--- src/source/dsp16_pkg.sv ---
// ****************************************
// DSP16 core shared definitions
// Data and field widths, vector types,
// opcode constants and the fetch state
// ****************************************

`default_nettype none

package dsp16_pkg;

    // Field and data widths
    localparam int WORD_W = 16;
    localparam int PROD_W = 32;
    localparam int ACC_W  = 36;
    localparam int IMM_W  = 10;
    localparam int REG_W  = 2;
    localparam int OP_W   = 4;

    typedef logic [WORD_W-1:0] word_t;
    typedef logic [PROD_W-1:0] prod_t;
    typedef logic [ACC_W-1:0]  acc_t;
    typedef logic [IMM_W-1:0]  imm_t;
    typedef logic [REG_W-1:0]  reg_field_t;
    typedef logic [OP_W-1:0]   opcode_t;

    // Instruction word layout
    // opcode [15:12], register field [11:10], immediate [9:0]
    localparam opcode_t OP_NOP   = 4'h0;
    localparam opcode_t OP_LDPTR = 4'h1;
    localparam opcode_t OP_STIMM = 4'h2;
    localparam opcode_t OP_LDX   = 4'h3;
    localparam opcode_t OP_LDY   = 4'h4;
    localparam opcode_t OP_MAC   = 4'h5;
    localparam opcode_t OP_CLR   = 4'h6;
    localparam opcode_t OP_OUT   = 4'h7;
    localparam opcode_t OP_JMP   = 4'h8;
    localparam opcode_t OP_HALT  = 4'h9;

    // Fetch run state
    typedef enum logic {
        RUN,
        HALTED
    } run_state_e;

endpackage

`default_nettype wire

--- src/source/dsp16_pio.sv ---
// ****************************************
// DSP16 parallel output port
// Output data register and active-low
// pods_n strobe, one cen period long
// ****************************************

`timescale 1ns/10ps
`default_nettype none

module dsp16_pio
    import dsp16_pkg::*;
(
    input  wire              clk,
    input  wire              reset,
    input  wire              cen,
    input  wire              out_en,
    input  wire word_t       acc_out,
    output word_t            pbus_out,
    output logic             pods_n
);

    // Strobe falls with the out instruction and rises on the next cen
    always_ff @(posedge clk) begin
        if (reset) begin
            pbus_out <= '0;
            pods_n   <= 1'b1;
        end else if (cen) begin
            pods_n <= ~out_en;
            if (out_en) begin
                pbus_out <= acc_out;
            end
        end
    end

endmodule

`default_nettype wire

--- config.mk ---
export PLATFORM = sky130hd
export DESIGN_NAME = dsp16_pio
export DESIGN_NICKNAME = d
export VERILOG_FILES = /design/src/source/dsp16_pkg.sv /design/src/source/dsp16_pio.sv
export SDC_FILE = /design/constraint.sdc
export NUM_CORES = 1
export LEC_CHECK = 0
export BUFFER_PORTS_ARGS = -buffer_cell sky130_fd_sc_hd__buf_4
export CAP_MARGIN = 25
export CELL_PAD_IN_SITES_DETAIL_PLACEMENT = 1
export CELL_PAD_IN_SITES_GLOBAL_PLACEMENT = 2
export CORE_MARGIN = 2
export CORE_UTILIZATION = 28
export CTS_CLUSTER_DIAMETER = 200
export DETAILED_ROUTE_END_ITERATION = 12
export GPL_TIMING_DRIVEN = 0
export PLACE_DENSITY_LB_ADDON = 0.3
export SLEW_MARGIN = 30
export SYNTH_ARGS = -nofsm -noshare
export SYNTH_HDL_FRONTEND = slang
export SYNTH_SLANG_ARGS = --single-unit
--- constraint.sdc ---
create_clock -name clk -period 1.55 [get_ports clk]
set_input_delay 0.2325 -clock clk [delete_from_list [all_inputs] [get_ports clk]]
set_output_delay 0.2325 -clock clk [all_outputs]
set_load 0.005 [all_outputs]
==> summary.txt <==
Finish
  • NumNets Final: 136
  • Area grow syn2layout: 39.1%
  • Diode count: 0
  • Layout cells sized above 1: 51.3%
  • Filler instances: 327
  • Post-route insts no fill: 146
  • Final Cell Area: 1110 sq um

Logic synthesis
  • Post-synth design cell area: between 700 and 800 sq um
  • Post-synthesis async set-or-reset flop share: 0%
  • Synth warn: 0
  • Main flop type after synthesis: dfxtp_1
  • Adder-Cell Fraction of Synth Area: 0%
  • Mux cell area share after synthesis: 0%
  • Cell taking the most area after synthesis: dfxtp_1
  • Number of synthesized flops with an enable pin: 0
  • Most frequent cells after synthesis: 17 x dfxtp_1, 16 x nand3_1, 13 x a21bo_1
  • Synth cell types: 12
  • Synth Area per Inst: roughly 10 sq um
  • Seq/Total Area, Yosys: 42.6%
  • Most numerous cell in the Yosys netlist: dfxtp_1
  • Syn_nets: 98
  • #FFs+latches synth: 17
  • Simple-Gate Fraction of Synth Area: between 10% and 20%
  • Compound-gate portion of the synthesized area: 35.7%
  • Largest family of logic cells by synthesized area: compound AO/OA/AOI/OAI gates
  • Synth Instances: 78
  • Leading post-synthesis cells by cell area: dfxtp_1 43%, a21bo_1 16%, a21oi_2 11%, nand3_1 10%, buf_6 7.0%
  • Post-Synth XOR/XNOR Area: 0%
  • Share of Yosys cell area claimed by the top area cell type: 42.6%

STA
  • Pins over their slew limit: 0
  • Final Hold Viols: 0
  • Slew margin rel.: around four fifths
  • Peak Freq: 1010 MHz
  • Final worst-path cycle share: 63.8%
  • Worst Tran Pin Value: 0.304 ns
  • RSZ-0062 raised after global routing: no
  • Setup_tns: 0 ns
  • Setup-failing EPs final: 0
  • Final Skew: 0 ns
  • Minimum clock period: a little under 1 ns

Global routing
  • Gr ovfl total: 0
  • Largest net degree at the start of global routing: 11
  • Vias in the first global route: 733
  • GR Util All Layers: 13.8%
  • Initial antenna violation count: 0
  • First-pass GRT wire length: 3510 um

Critical path
  • Critical path's top delay family: flip-flops
  • Setup slack, reg-to-reg: 0.75 ns
  • Reg2Reg Depth: 2
  • RR Startpoint: pods_n$_SDFFE_PP1P_
  • Crit-path max FO: 2
  • Worst R2R End: pods_n$_SDFFE_PP1P_
  • Critical path startpoint category: flop
  • Slowest stage delay, CP: ~0.36 ns
  • Worst path cell trace: buf_4
  • CP bufs+invs: 1
  • Worst Setup End Kind: primary output
  • Crit path arrival time: 0.76 ns
  • Slowest cell on crit path: dfxtp_1
  • WP depth: 1
  • CP required: 1.32 ns
  • Kind of critical path: reg2out

Clocking
  • CTS Hold Buffers Added: 0
  • H-tree depth: 1
  • Setup Fix Bufs, Post-CTS: 0
  • CTS tree: yes
  • Clock transition at path regs: 0.10 ns
  • Max Buffers Root-to-Sink: 2
  • Skew-Pair Late Insertion Delay: around 0.27 ns
  • CTS buffer count: 3
  • Post-CTS resize count: 0
  • Clock sink count: 17
  • Root Driver: clkbuf_4

Placed design
  • Number of I/O port buffers: 33
  • Placed instance area: 1090 sq um
  • Placer Congestion: 0.668
  • Placed Instances: 142
  • DP HPWL: between 1500 and 2000 um

Drt
  • Drt pass-1 iters: 3
  • Via count: slightly above 700
  • Iter 0 DRT Violations: 6
  • Drt total wl: ~2100 um
  • DR DRC count: 0
  • Post-DR vias/cell: a little under 5
  • WL per Instance: approximately 15 um
  • ANT nets after route: 0

Min path
  • HP Class: in2reg
  • Hold path start: acc_out[6]
  • Hold Path Sink: pbus_out[6]$_SDFFE_PP0P_
  • Min-Delay Path Depth: 3

Floorplanning
  • IO Pins: 37
  • Die Ht: 57.4 um
  • Die area: ~3300 sq um
  • Initial core utilization: slightly below 30%
  • Total core area: about 2700 sq um
  • Num rows: 19
  • Die Wd: 57.4 um

Flow run
  • Max_cap viols: 0

Power and ir drop
  • Peak VDD IR: roughly 0.43 mV
  • P per Cell Area: 781 nW/um^2
  • Leak: 0.479 nW

Status
  • Outcome: complete, no violations
where the power goes:
group	leakage (nW)	switching [mW]	internal [mW]	total, mW
sequential	0.139	0.0100	0.457	0.467
clock	0.0150	0.133	0.0998	0.232
combinational	0.325	0.0731	0.0959	0.169
stage by stage:
step           setup slack (ns)  util (%)  hold slack (ns)  power (mW)
4_1_cts                   0.542      40.7            0.208       0.888
5_1_grt                   0.497      40.7            0.192       0.935
3_3_place_gp              0.630      39.7            0.499       0.644
6_report                  0.561      40.7            0.221       0.868
3_5_place_dp              0.621      39.7            0.521       0.648
2_1_floorplan             0.712         -            0.380       0.565
cell families (layout without fill, tap and decap cells):
kind of cell | count (synthesis) | after routing
buf+inv | 10 | 47
simple gates | 18 | 18
compound gates | 33 | 33
flops | 17 | 17
registers in the layout, summed over array words and instances, names as in the netlist:
register,count
pbus_out,16
pods_n,1
metal layers:
layer	global-route usage [%]	vias to the layer above	routed length (um)
met3	2.95	2	107
li1	-	349	-
met1	18.3	346	1020
met4	4.98	0	16
met5	0	-	0
met2	21.9	18	991
how the worst max path moves through the flow:
stage | start | to
after detailed placement | reset | pbus_out[5]$_SDFFE_PP0P_
after global routing | pbus_out[4]$_SDFFE_PP0P_ | pbus_out[4]
after floorplan | cen | pbus_out[3]$_SDFFE_PP0P_
after global placement | reset | pbus_out[10]$_SDFFE_PP0P_
final | pbus_out[4]$_SDFFE_PP0P_ | pbus_out[4]
after CTS | pbus_out[11]$_SDFFE_PP0P_ | pbus_out[11]
cell usage in the layout, fill, tap and decap left out, types with 3 or more instances in the layout:
cell and count:
a21oi_2 10, buf_6 5, nand3_1 16, a21bo_2 3
clkbuf_4 3, buf_2 4, buf_4 34, a21bo_1 13
dfxtp_1 17, a21oi_1 6
cell type report:
| class | count | area [sq um] | area share (%) |
|---|---|---|---|
| Tap cell | 31 | 38.8 | 3.49 |
| Sequential cell | 17 | 340 | 30.6 |
| Multi-Input combinational cell | 51 | 375 | 33.7 |
| Buffer | 10 | 83.8 | 7.54 |
| Timing Repair Buffer | 33 | 248 | 22.3 |
| Clock buffer | 4 | 26.3 | 2.36 |
No activity file was read; power rests on OpenSTA's default activity.
