File: src/source/dsp16_pkg.sv
// ****************************************
// DSP16 core shared definitions
// Data and field widths, vector types,
// opcode constants and the fetch state
// ****************************************

`default_nettype none

package dsp16_pkg;

    // Field and data widths
    localparam int WORD_W = 16;
    localparam int PROD_W = 32;
    localparam int ACC_W  = 36;
    localparam int IMM_W  = 10;
    localparam int REG_W  = 2;
    localparam int OP_W   = 4;

    typedef logic [WORD_W-1:0] word_t;
    typedef logic [PROD_W-1:0] prod_t;
    typedef logic [ACC_W-1:0]  acc_t;
    typedef logic [IMM_W-1:0]  imm_t;
    typedef logic [REG_W-1:0]  reg_field_t;
    typedef logic [OP_W-1:0]   opcode_t;

    // Instruction word layout
    // opcode [15:12], register field [11:10], immediate [9:0]
    localparam opcode_t OP_NOP   = 4'h0;
    localparam opcode_t OP_LDPTR = 4'h1;
    localparam opcode_t OP_STIMM = 4'h2;
    localparam opcode_t OP_LDX   = 4'h3;
    localparam opcode_t OP_LDY   = 4'h4;
    localparam opcode_t OP_MAC   = 4'h5;
    localparam opcode_t OP_CLR   = 4'h6;
    localparam opcode_t OP_OUT   = 4'h7;
    localparam opcode_t OP_JMP   = 4'h8;
    localparam opcode_t OP_HALT  = 4'h9;

    // Fetch run state
    typedef enum logic {
        RUN,
        HALTED
    } run_state_e;

endpackage

`default_nettype wire

File: src/source/dsp16_dau.sv
// ****************************************
// DSP16 data arithmetic unit
// X and Y registers, signed 16x16
// multiply, two 36-bit accumulators
// ****************************************

`timescale 1ns/10ps
`default_nettype none

module dsp16_dau
    import dsp16_pkg::*;
(
    input  wire              clk,
    input  wire              reset,
    input  wire              cen,
    // Strobes from decode
    input  wire              x_load,
    input  wire              y_load,
    input  wire              mac_en,
    input  wire              acc_clr,
    input  wire              acc_sel,
    input  wire              out_hi,
    input  wire word_t       ram_dout,
    // Selected accumulator half
    output word_t            acc_out
);

    word_t        x;
    word_t        y;
    acc_t [1:0]   acc;
    acc_t         acc_cur;
    prod_t        prod;
    acc_t         prod_ext;

    // Signed product, widened before the multiply
    assign prod     = PROD_W'($signed(x)) * PROD_W'($signed(y));
    assign prod_ext = {{(ACC_W-PROD_W){prod[PROD_W-1]}}, prod};

    assign acc_cur = acc[acc_sel];
    assign acc_out = out_hi ? acc_cur[2*WORD_W-1:WORD_W] : acc_cur[WORD_W-1:0];

    always_ff @(posedge clk) begin
        if (reset) begin
            x   <= '0;
            y   <= '0;
            acc <= '0;
        end else if (cen) begin
            if (x_load) begin
                x <= ram_dout;
            end
            if (y_load) begin
                y <= ram_dout;
            end
            // Accumulation wraps, no saturation
            if (acc_clr) begin
                acc[acc_sel] <= '0;
            end else if (mac_en) begin
                acc[acc_sel] <= acc_cur + prod_ext;
            end
        end
    end

endmodule

`default_nettype wire

File: config.mk
export PLATFORM = sky130hd
export DESIGN_NAME = dsp16_dau
export DESIGN_NICKNAME = d
export VERILOG_FILES = /design/src/source/dsp16_pkg.sv /design/src/source/dsp16_dau.sv
export SDC_FILE = /design/constraint.sdc
export NUM_CORES = 1
export LEC_CHECK = 0
export ABC_CLOCK_PERIOD_IN_PS = 10200
export BUFFER_PORTS_ARGS = -buffer_cell sky130_fd_sc_hd__buf_2
export CORE_MARGIN = 2
export CORE_UTILIZATION = 45
export DETAILED_ROUTE_END_ITERATION = 10
export GPL_TIMING_DRIVEN = 1
export MAX_ROUTING_LAYER = met4
export PLACE_DENSITY = 0.7
export SYNTH_ARGS = -nofsm -noshare
export SYNTH_HDL_FRONTEND = slang
export SYNTH_SLANG_ARGS = --single-unit
export TNS_END_PERCENT = 1
File: constraint.sdc
create_clock -name clk -period 10.2 [get_ports clk]
set_input_delay 0.51 -clock clk [delete_from_list [all_inputs] [get_ports clk]]
set_output_delay 0.51 -clock clk [all_outputs]
set_load 0.02 [all_outputs]
==> results_dict.tcl <==
set metrics [dict create \
    status "finished, final reports clean" \
    vdd_drop_max_mv 0.0918 \
    synth-seq-cells 96 \
    ioPinCount 41 \
    swShare_pct 37.0 \
    synth_edf_count 0 \
    crit_type "register to register" \
    die_area_mm2 0.0356 \
    power_uw 1120 \
    worst_pin_slew_ns 1.08 \
    cts_setup_buffers 0 \
    slowest_delay_ns 0.75 \
    p_sw_uw 414 \
    hp-class "primary input to register" \
    antenna_found_initial 1 \
    fp.dieW_um 189 \
    vias 11800 \
    wl_per_cell_um 17.6 \
    grtUsageTotal_pct 24.3 \
    grt_max_degree 94 \
    p_int_uw 705 \
    clk_pin_slew_worst_paths_ns 0.08 \
    p_seq_share_pct 37.3 \
    die_y_um 189 \
    syn-instance-count 1752 \
    dominantRegCellSynth "dfxtp_1" \
    synth_area_leader_cell "fa_1" \
    clockBufferDepth 2 \
    p_comb_share_pct 29.0 \
    postRouteWirelength_mm 38.6 \
    port_buffers 40 \
    cts_resized 0 \
    start_kind "register" \
    leakagePower_uw 0.00786 \
    first_iter_violations 906 \
    synth_area_per_cell_um2 8.75 \
    drtAntennaViolNets 0 \
    slew_headroom_pct 27.8 \
    start_util_pct 45.7 \
    setup_violations 0 \
    root_buffer "clkbuf_16" \
    max_cap_viol_count 0 \
    rsz0062_at_grt "false" \
    clock_skew_ns 0.0158 \
    viasPerCell 5.39 \
    hold_buffers 0 \
    grt_overflow 0 \
    insertion_delay_ns 0.38 \
    synthArstFlopShare_pct 0 \
    rows 67 \
    yosysTopAreaCellShare_pct 34.3 \
    synth_area_leaders "fa_1, dfxtp_1, ha_1, inv_1, and2_1" \
    path_max_fanout 17 \
    seq_area_frac_synth_pct 12.5 \
    core_mm2 0.0335 \
    crit_top_cell "fa_1" \
    final_util_pct 48.2 \
    period_share_pct 82.8 \
    cts_tree "yes" \
    ys_types 58 \
    pwr-share-clk_pct 33.7 \
    htree_levels 3 \
    grt_pass1_wl_mm 66.5 \
    globalplace.congestion 0.922 \
    grt_pass1_vias 12600 \
    cts.sinks 96 \
    numCtsBuffers 9 \
    nets 2133 \
    end_kind "register" \
    fmax_mhz 118 \
    crit_required_ns 10.42 \
    p_per_area_mw_per_mm2 69.3 \
    crit_arrival_ns 8.67 \
    fin_tns_setup_ns 0 \
    maxSlewViolCount 0 \
    drc 0 \
    dp_hpwl_mm 30.5 \
    yosys_warnings 0 \
    syn_to_final_growth_pct 5.41 \
    first_pass_iters 5 \
    fin_crit_ns 8.45 \
    hold_viol 0 \
    cpMaxStageDelayCell "dfxtp_1" \
    syn_nets 2153 \
    synthesis.area_mm2 0.0153 \
    drive_gt1_share_pct 6.68 \
]
## cell families (layout without fill, tap and decap cells)
| family | Yosys count | after routing | synth area share, % |
|---|---|---|---|
| flip-flops | 96 | 96 | 12.5 |
| multiplexers | 49 | 49 | 3.57 |
| adder cells (fa/ha/maj) | 376 | 376 | 43.6 |
| XOR/XNOR | 59 | 59 | 3.37 |
| AO/OA/AOI/OAI | 261 | 261 | 11.2 |
| other | 0 | 1 | 0 |
| AND/OR/NAND/NOR | 526 | 526 | 16.3 |
| buffers and inverters | 385 | 370 | 9.48 |
## power groups by stage
stage | sequential [uW] | clock (uW) | combinational (uW)
after floorplan | 399 | 0 | 249
after global placement | 424 | 0 | 314
after detailed placement | 425 | 0 | 317
after CTS | 416 | 384 | 324
after global routing | 420 | 397 | 367
final | 417 | 377 | 325
## cells in the mapped netlist (3+ instances only)
master,n
nand2b_1,15
mux2i_1,4
o21bai_1,7
inv_1,309
o21ai_1,4
nor3_1,13
a21o_1,21
o21ai_0,28
or3_1,3
a211oi_1,4
xnor2_1,48
ha_1,113
o21a_1,18
o31ai_1,3
buf_2,4
clkbuf_1,65
nor2b_1,14
xor2_1,11
fa_1,263
nand3_1,22
nand2_1,213
a22oi_1,48
buf_1,6
mux2_2,45
a21oi_1,94
nor2_1,94
and2_1,129
nand4_1,9
and3_1,5
a211o_1,4
dfxtp_1,96
o211ai_1,3
or4_1,4
a32o_1,6
## state kept, by name (all words and copies together) (netlist names)
| name | cells |
|---|---|
| acc | 64 |
| y | 16 |
| x | 16 |
## per-layer routing
layer | track usage [%] | vias to the layer above | share of wire, %
met2 | 38.1 | 407 | 46
met3 | 4.66 | 65 | 6.5
met4 | 6.25 | 0 | 2.4
met5 | - | - | 0
met1 | 32.5 | 5842 | 45
li1 | - | 5477 | -
## per-stage QoR
step	hold WS (ns)	std cells	instance area (um^2)	setup WS, ns
6_report	0.371	2186	16200	1.75
4_1_cts	0.360	2185	16200	1.74
5_1_grt	0.374	2186	16200	1.09
3_5_place_dp	0.448	2169	15800	1.79
2_1_floorplan	0.428	1752	15300	2.67
3_3_place_gp	0.437	2169	15800	1.85
## final timing paths
check	from	end	slack, ns	cells past startpoint
worst max-delay path	y[1]	acc[31]	1.75	29
worst min register to register	acc[64]	acc[64]	0.46	2
worst min-delay path	ram_dout[2]	x[2]	0.37	3
worst max register to register	y[1]	acc[31]	1.75	29
## cell usage in the layout, fill, tap and decap left out, drive strengths merged, types with 11 or more instances in the layout
| cell type | count |
|---|---|
| a21o | 21 |
| a21oi | 94 |
| a22oi | 48 |
| and2 | 129 |
| buf | 45 |
| dfxtp | 96 |
| fa | 263 |
| ha | 113 |
| inv | 312 |
| mux2 | 45 |
| nand2 | 213 |
| nand2b | 15 |
| nand3 | 22 |
| nor2 | 95 |
| nor2b | 14 |
| nor3 | 15 |
| o21a | 18 |
| o21ai | 32 |
| xnor2 | 48 |
| xor2 | 11 |
## area by class of cell
cell class,instances,area [um^2]
antenna,1,2.50
clock buffer,9,225
clock inverter,7,86.3
fill,3215,17400
inverter,309,1160
multi-input combinational,1271,12000
sequential,96,1920
tap,448,561
timing repair buffer,45,238
## worst max-delay path, delay by kind of cell, from the launching register on
| kind | cells | cell delay (ns) |
|---|---|---|
| adder cells (fa/ha/maj) | 8 | 3.58 |
| buffers and inverters | 3 | 0.68 |
| XOR/XNOR | 2 | 0.32 |
| flip-flops | 1 | 0.75 |
| AO/OA/AOI/OAI | 11 | 2.23 |
| AND/OR/NAND/NOR | 5 | 0.74 |
Power figures use the tool's default switching activity.
