File: config.mk
export PLATFORM = sky130hd
export DESIGN_NAME = dsp16_decode
export DESIGN_NICKNAME = d
export VERILOG_FILES = /design/src/source/dsp16_pkg.sv /design/src/source/dsp16_decode.sv
export SDC_FILE = /design/constraint.sdc
export NUM_CORES = 1
export LEC_CHECK = 0
export ABC_CLOCK_PERIOD_IN_PS = 2280
export BUFFER_PORTS_ARGS = -buffer_cell sky130_fd_sc_hd__clkbuf_2
export CAP_MARGIN = 20
export CORE_AREA = 2 2 39 41
export DETAILED_ROUTE_END_ITERATION = 6
export DIE_AREA = 0 0 41 43
export PLACE_DENSITY = 0.55
export SLEW_MARGIN = 25
export SYNTH_ARGS = -nofsm -noshare
export SYNTH_HDL_FRONTEND = slang
export SYNTH_SLANG_ARGS = --single-unit
File: constraint.sdc
create_clock -name vclk -period 2.28
set_input_delay 0.456 -clock vclk [all_inputs]
set_output_delay 0.456 -clock vclk [all_outputs]
set_load 0.02 [all_outputs]
File: src/source/dsp16_pkg.sv
// ****************************************
// DSP16 core shared definitions
// Data and field widths, vector types,
// opcode constants and the fetch state
// ****************************************

`default_nettype none

package dsp16_pkg;

    // Field and data widths
    localparam int WORD_W = 16;
    localparam int PROD_W = 32;
    localparam int ACC_W  = 36;
    localparam int IMM_W  = 10;
    localparam int REG_W  = 2;
    localparam int OP_W   = 4;

    typedef logic [WORD_W-1:0] word_t;
    typedef logic [PROD_W-1:0] prod_t;
    typedef logic [ACC_W-1:0]  acc_t;
    typedef logic [IMM_W-1:0]  imm_t;
    typedef logic [REG_W-1:0]  reg_field_t;
    typedef logic [OP_W-1:0]   opcode_t;

    // Instruction word layout
    // opcode [15:12], register field [11:10], immediate [9:0]
    localparam opcode_t OP_NOP   = 4'h0;
    localparam opcode_t OP_LDPTR = 4'h1;
    localparam opcode_t OP_STIMM = 4'h2;
    localparam opcode_t OP_LDX   = 4'h3;
    localparam opcode_t OP_LDY   = 4'h4;
    localparam opcode_t OP_MAC   = 4'h5;
    localparam opcode_t OP_CLR   = 4'h6;
    localparam opcode_t OP_OUT   = 4'h7;
    localparam opcode_t OP_JMP   = 4'h8;
    localparam opcode_t OP_HALT  = 4'h9;

    // Fetch run state
    typedef enum logic {
        RUN,
        HALTED
    } run_state_e;

endpackage

`default_nettype wire

File: src/source/dsp16_decode.sv
// ****************************************
// DSP16 instruction decoder
// Splits the instruction register into
// per-unit strobes and operand fields
// ****************************************

`timescale 1ns/10ps
`default_nettype none

module dsp16_decode
    import dsp16_pkg::*;
(
    input  wire word_t       ir,
    input  wire              ir_valid,
    // Fetch control
    output logic             jump,
    output logic             halt,
    // RAM address unit
    output logic             ptr_load,
    output logic             ram_store,
    output logic             ram_read,
    // Arithmetic unit
    output logic             x_load,
    output logic             y_load,
    output logic             mac_en,
    output logic             acc_clr,
    // Output port
    output logic             out_en,
    output logic             acc_sel,
    output logic             out_hi,
    output reg_field_t       reg_field,
    output imm_t             imm
);

    opcode_t op;

    assign op        = ir[WORD_W-1 -: OP_W];
    assign reg_field = ir[IMM_W +: REG_W];
    assign imm       = ir[IMM_W-1:0];

    // Bit 0 picks the accumulator, bit 1 the output half
    assign acc_sel = reg_field[0];
    assign out_hi  = reg_field[1];

    always_comb begin
        jump      = 1'b0;
        halt      = 1'b0;
        ptr_load  = 1'b0;
        ram_store = 1'b0;
        ram_read  = 1'b0;
        x_load    = 1'b0;
        y_load    = 1'b0;
        mac_en    = 1'b0;
        acc_clr   = 1'b0;
        out_en    = 1'b0;
        if (ir_valid) begin
            case (op)
                OP_NOP: begin
                    // Nothing to do
                end
                OP_LDPTR: ptr_load  = 1'b1;
                OP_STIMM: ram_store = 1'b1;
                OP_LDX: begin
                    x_load   = 1'b1;
                    ram_read = 1'b1;
                end
                OP_LDY: begin
                    y_load   = 1'b1;
                    ram_read = 1'b1;
                end
                OP_MAC:  mac_en  = 1'b1;
                OP_CLR:  acc_clr = 1'b1;
                OP_OUT:  out_en  = 1'b1;
                OP_JMP:  jump    = 1'b1;
                OP_HALT: halt    = 1'b1;
                // Unassigned opcodes act as nop
                default: begin
                end
            endcase
        end
    end

endmodule

`default_nettype wire

==> reports/qor.json <==
{
  "power_switching_share": {"value": 59.8, "unit": "%"},
  "postRouteWirelength": {"value": 445, "unit": "um"},
  "nClkBuffers": {"value": 0},
  "route.detailed.wl_per_inst": {"value": 8.90, "unit": "um"},
  "die_height": {"value": 43, "unit": "um"},
  "drt_first_pass_iters": {"value": 2},
  "register_area": {"value": 0, "unit": "um^2"},
  "setup_repair_after_global_routing_missed_its_margin": {"value": "no"},
  "first_global_vias": {"value": 121},
  "timing.final.crit_period": {"value": 1.74, "unit": "ns"},
  "final_antenna_net_count": {"value": 0},
  "hpwlAfterDp": {"value": 408, "unit": "um"},
  "post_synth_num_cell_types": {"value": 9},
  "layout_commonest_cell": {"value": "sky130_fd_sc_hd__clkbuf_2"},
  "synth_largest_area_cell": {"value": "sky130_fd_sc_hd__buf_4"},
  "final_layout_size_suffix_gt1_share": {"value": 44.1, "unit": "%"},
  "fin_setup_tns": {"value": 0, "unit": "ns"},
  "worst-slew-pin-transition": {"value": 0.169, "unit": "ns"},
  "initial_core_util": {"value": 15.2, "unit": "%"},
  "critical-path-top-delay-family": {"value": "simple AND/OR/NAND/NOR gates"},
  "grt_antenna_before_repair": {"value": 0},
  "critical_path.endpoint_type": {"value": "output port"},
  "areal_power_density_over_the_cells": {"value": 123, "unit": "mW/mm^2"},
  "wl_met3": {"value": 93, "unit": "um"},
  "post_cts_buffers": {"value": 0},
  "yosysWarningCount": {"value": 0},
  "syn_nets": {"value": 50},
  "grt_max_degree": {"value": 8},
  "gp_congestion": {"value": 0.583},
  "top_cells_by_area_in_the_synthesized_netlist": {"value": "sky130_fd_sc_hd__buf_4 (50%), sky130_fd_sc_hd__nor2_1 (13%), sky130_fd_sc_hd__nand3b_1 (11%)"},
  "grt_first_pass_wirelength": {"value": 503, "unit": "um"},
  "coreArea": {"value": 0.00138, "unit": "mm^2"},
  "fin_ws": {"value": 0.535, "unit": "ns"},
  "critical_path_class": {"value": "input pin to output port"},
  "power.clock.fraction": {"value": 0, "unit": "%"},
  "syn_avg_cell_area": {"value": 6.37, "unit": "um^2"},
  "cap_viol_max_count": {"value": 0},
  "pre_cts_slack": {"value": 0.531, "unit": "ns"},
  "detail_route.iter0.violations": {"value": 1},
  "fillerInstances": {"value": 160},
  "synth_area": {"value": 210, "unit": "um^2"},
  "antenna-diode-count": {"value": 0},
  "critical_path.cell_chain": {"value": "clkbuf_2 -> or3b_1 -> a21oi_1 -> clkbuf_2"},
  "syn-instance-count": {"value": 33},
  "ys_seq_area_share": {"value": 0, "unit": "%"},
  "top_level_ports": {"value": 41},
  "groute.usage.overall": {"value": 3.90, "unit": "%"},
  "cp_data_arrival_time": {"value": 1.29, "unit": "ns"},
  "worst_ep_required_time": {"value": 1.82, "unit": "ns"},
  "share_comb_of_total_power": {"value": 100.0, "unit": "%"},
  "critical-path-top-cell-by-count": {"value": "sky130_fd_sc_hd__clkbuf_2"},
  "row_count": {"value": 14},
  "critPathLaunch": {"value": "ir[13]"},
  "die-width": {"value": 41, "unit": "um"},
  "post_layout_utilization_of_the_core": {"value": 14.5, "unit": "%"},
  "critical_path.slowest_cell": {"value": "sky130_fd_sc_hd__or3b_1"},
  "setup_viol": {"value": 0},
  "total_leakage_power": {"value": 0.0987, "unit": "nW"},
  "worstSetupPathDepth": {"value": 4},
  "layout_common_cells": {"value": "sky130_fd_sc_hd__clkbuf_2 (15), sky130_fd_sc_hd__nor2_1 (7), sky130_fd_sc_hd__nand3b_1 (3)"},
  "synth_top_area_share": {"value": 50.0, "unit": "%"},
  "routed-via-count": {"value": 185},
  "p_int": {"value": 0.00988, "unit": "mW"},
  "hold_depth": {"value": 0},
  "crit_buf_inv": {"value": 2},
  "detailroute.wirelength.met2": {"value": 131, "unit": "um"},
  "maxClockFrequency": {"value": 573, "unit": "MHz"},
  "syn_to_final_growth": {"value": -4.76, "unit": "%"},
  "finalNetCount": {"value": 53},
  "post_cts.resized_instances": {"value": 0},
  "met1_length": {"value": 215, "unit": "um"},
  "dr.max_layer_used": {"value": "met4"},
  "cts_hold_repair.buffers": {"value": 0},
  "setup.worst_path.start_class": {"value": "input pin"},
  "drcViolationCount": {"value": 0},
  "avgViaCountPerCell": {"value": 3.70},
  "hold_path_startpoint": {"value": "ir[3]"},
  "timing.hold.worst.class": {"value": "input pin to output port"},
  "maxSlewViolCount": {"value": 0},
  "hold_viol_final": {"value": 0},
  "outcome": {"value": "finished, final reports clean"},
  "irDropWorstVdd": {"value": 0.0394, "unit": "mV"},
  "seq_power_share": {"value": 0, "unit": "%"},
  "slowest_delay": {"value": 0.37, "unit": "ns"},
  "placement.io_buffers": {"value": 15},
  "critical_path_peak_fanout": {"value": 7},
  "worst_relative_slew_slack": {"value": 88.7, "unit": "%"},
  "switching_power": {"value": 0.0147, "unit": "mW"},
  "global_route.overflow_total": {"value": 0},
  "crit_end": {"value": "ram_read"},
  "die_area": {"value": 0.00176, "unit": "mm^2"},
  "timing.final.crit_share": {"value": 76.5, "unit": "%"},
  "nFlopsAndLatches": {"value": 0}
}
==> how the worst min path moves through the flow <==
| stage | slack, ns | end |
|---|---|---|
| finish | 0.91 | imm[3] |
| global route | 0.91 | imm[9] |
| CTS | 0.91 | imm[1] |
| detailed placement | 0.91 | imm[1] |
| global placement | 0.91 | imm[1] |
| floorplan | 1.0 | jump |
==> metal layers <==
layer	GRT usage, %	up-vias
li1	-	98
met1	6.33	69
met2	5.31	16
met3	0.524	2
met4	0.667	0
met5	0	-
==> power groups by stage <==
stage	Sequential [mW]	Combinational [mW]	Clock, mW
after floorplan	0	0.0486	0
after global placement	0	0.0246	0
after detailed placement	0	0.0250	0
after CTS	0	0.0250	0
after global routing	0	0.0272	0
final	0	0.0246	0
==> cell type report <==
class	count	area, um^2	area share (%)
multi-input combinational	19	105	52.5
timing repair buffer	15	75.1	37.5
tap	16	20.0	10.0
==> cell families after synthesis <==
| logic type | Yosys count | share of synthesized area [%] |
|---|---|---|
| buf+inv | 14 | 50.0 |
| compound gates | 1 | 2.38 |
| simple gates | 18 | 47.6 |
==> stage by stage <==
| step | area, um^2 | hold slack, ns | cells | total power, mW |
|---|---|---|---|---|
| 5_1_grt | 200 | 0.912 | 50 | 0.0272 |
| 3_5_place_dp | 200 | 0.912 | 50 | 0.0250 |
| 4_1_cts | 200 | 0.912 | 50 | 0.0250 |
| 3_3_place_gp | 200 | 0.912 | 50 | 0.0246 |
| 2_1_floorplan | 210 | 0.995 | 33 | 0.0486 |
| 6_report | 200 | 0.912 | 50 | 0.0246 |
==> synthesized netlist by cell type <==
| cell | n |
|---|---|
| sky130_fd_sc_hd__nand2_1 | 1 |
| sky130_fd_sc_hd__buf_4 | 14 |
| sky130_fd_sc_hd__or3b_1 | 2 |
| sky130_fd_sc_hd__nor3_1 | 2 |
| sky130_fd_sc_hd__or2b_1 | 1 |
| sky130_fd_sc_hd__nor2_1 | 7 |
| sky130_fd_sc_hd__nand2b_1 | 2 |
| sky130_fd_sc_hd__nand3b_1 | 3 |
| sky130_fd_sc_hd__a21oi_1 | 1 |
Note: power is estimated with default switching activity, not from simulation.
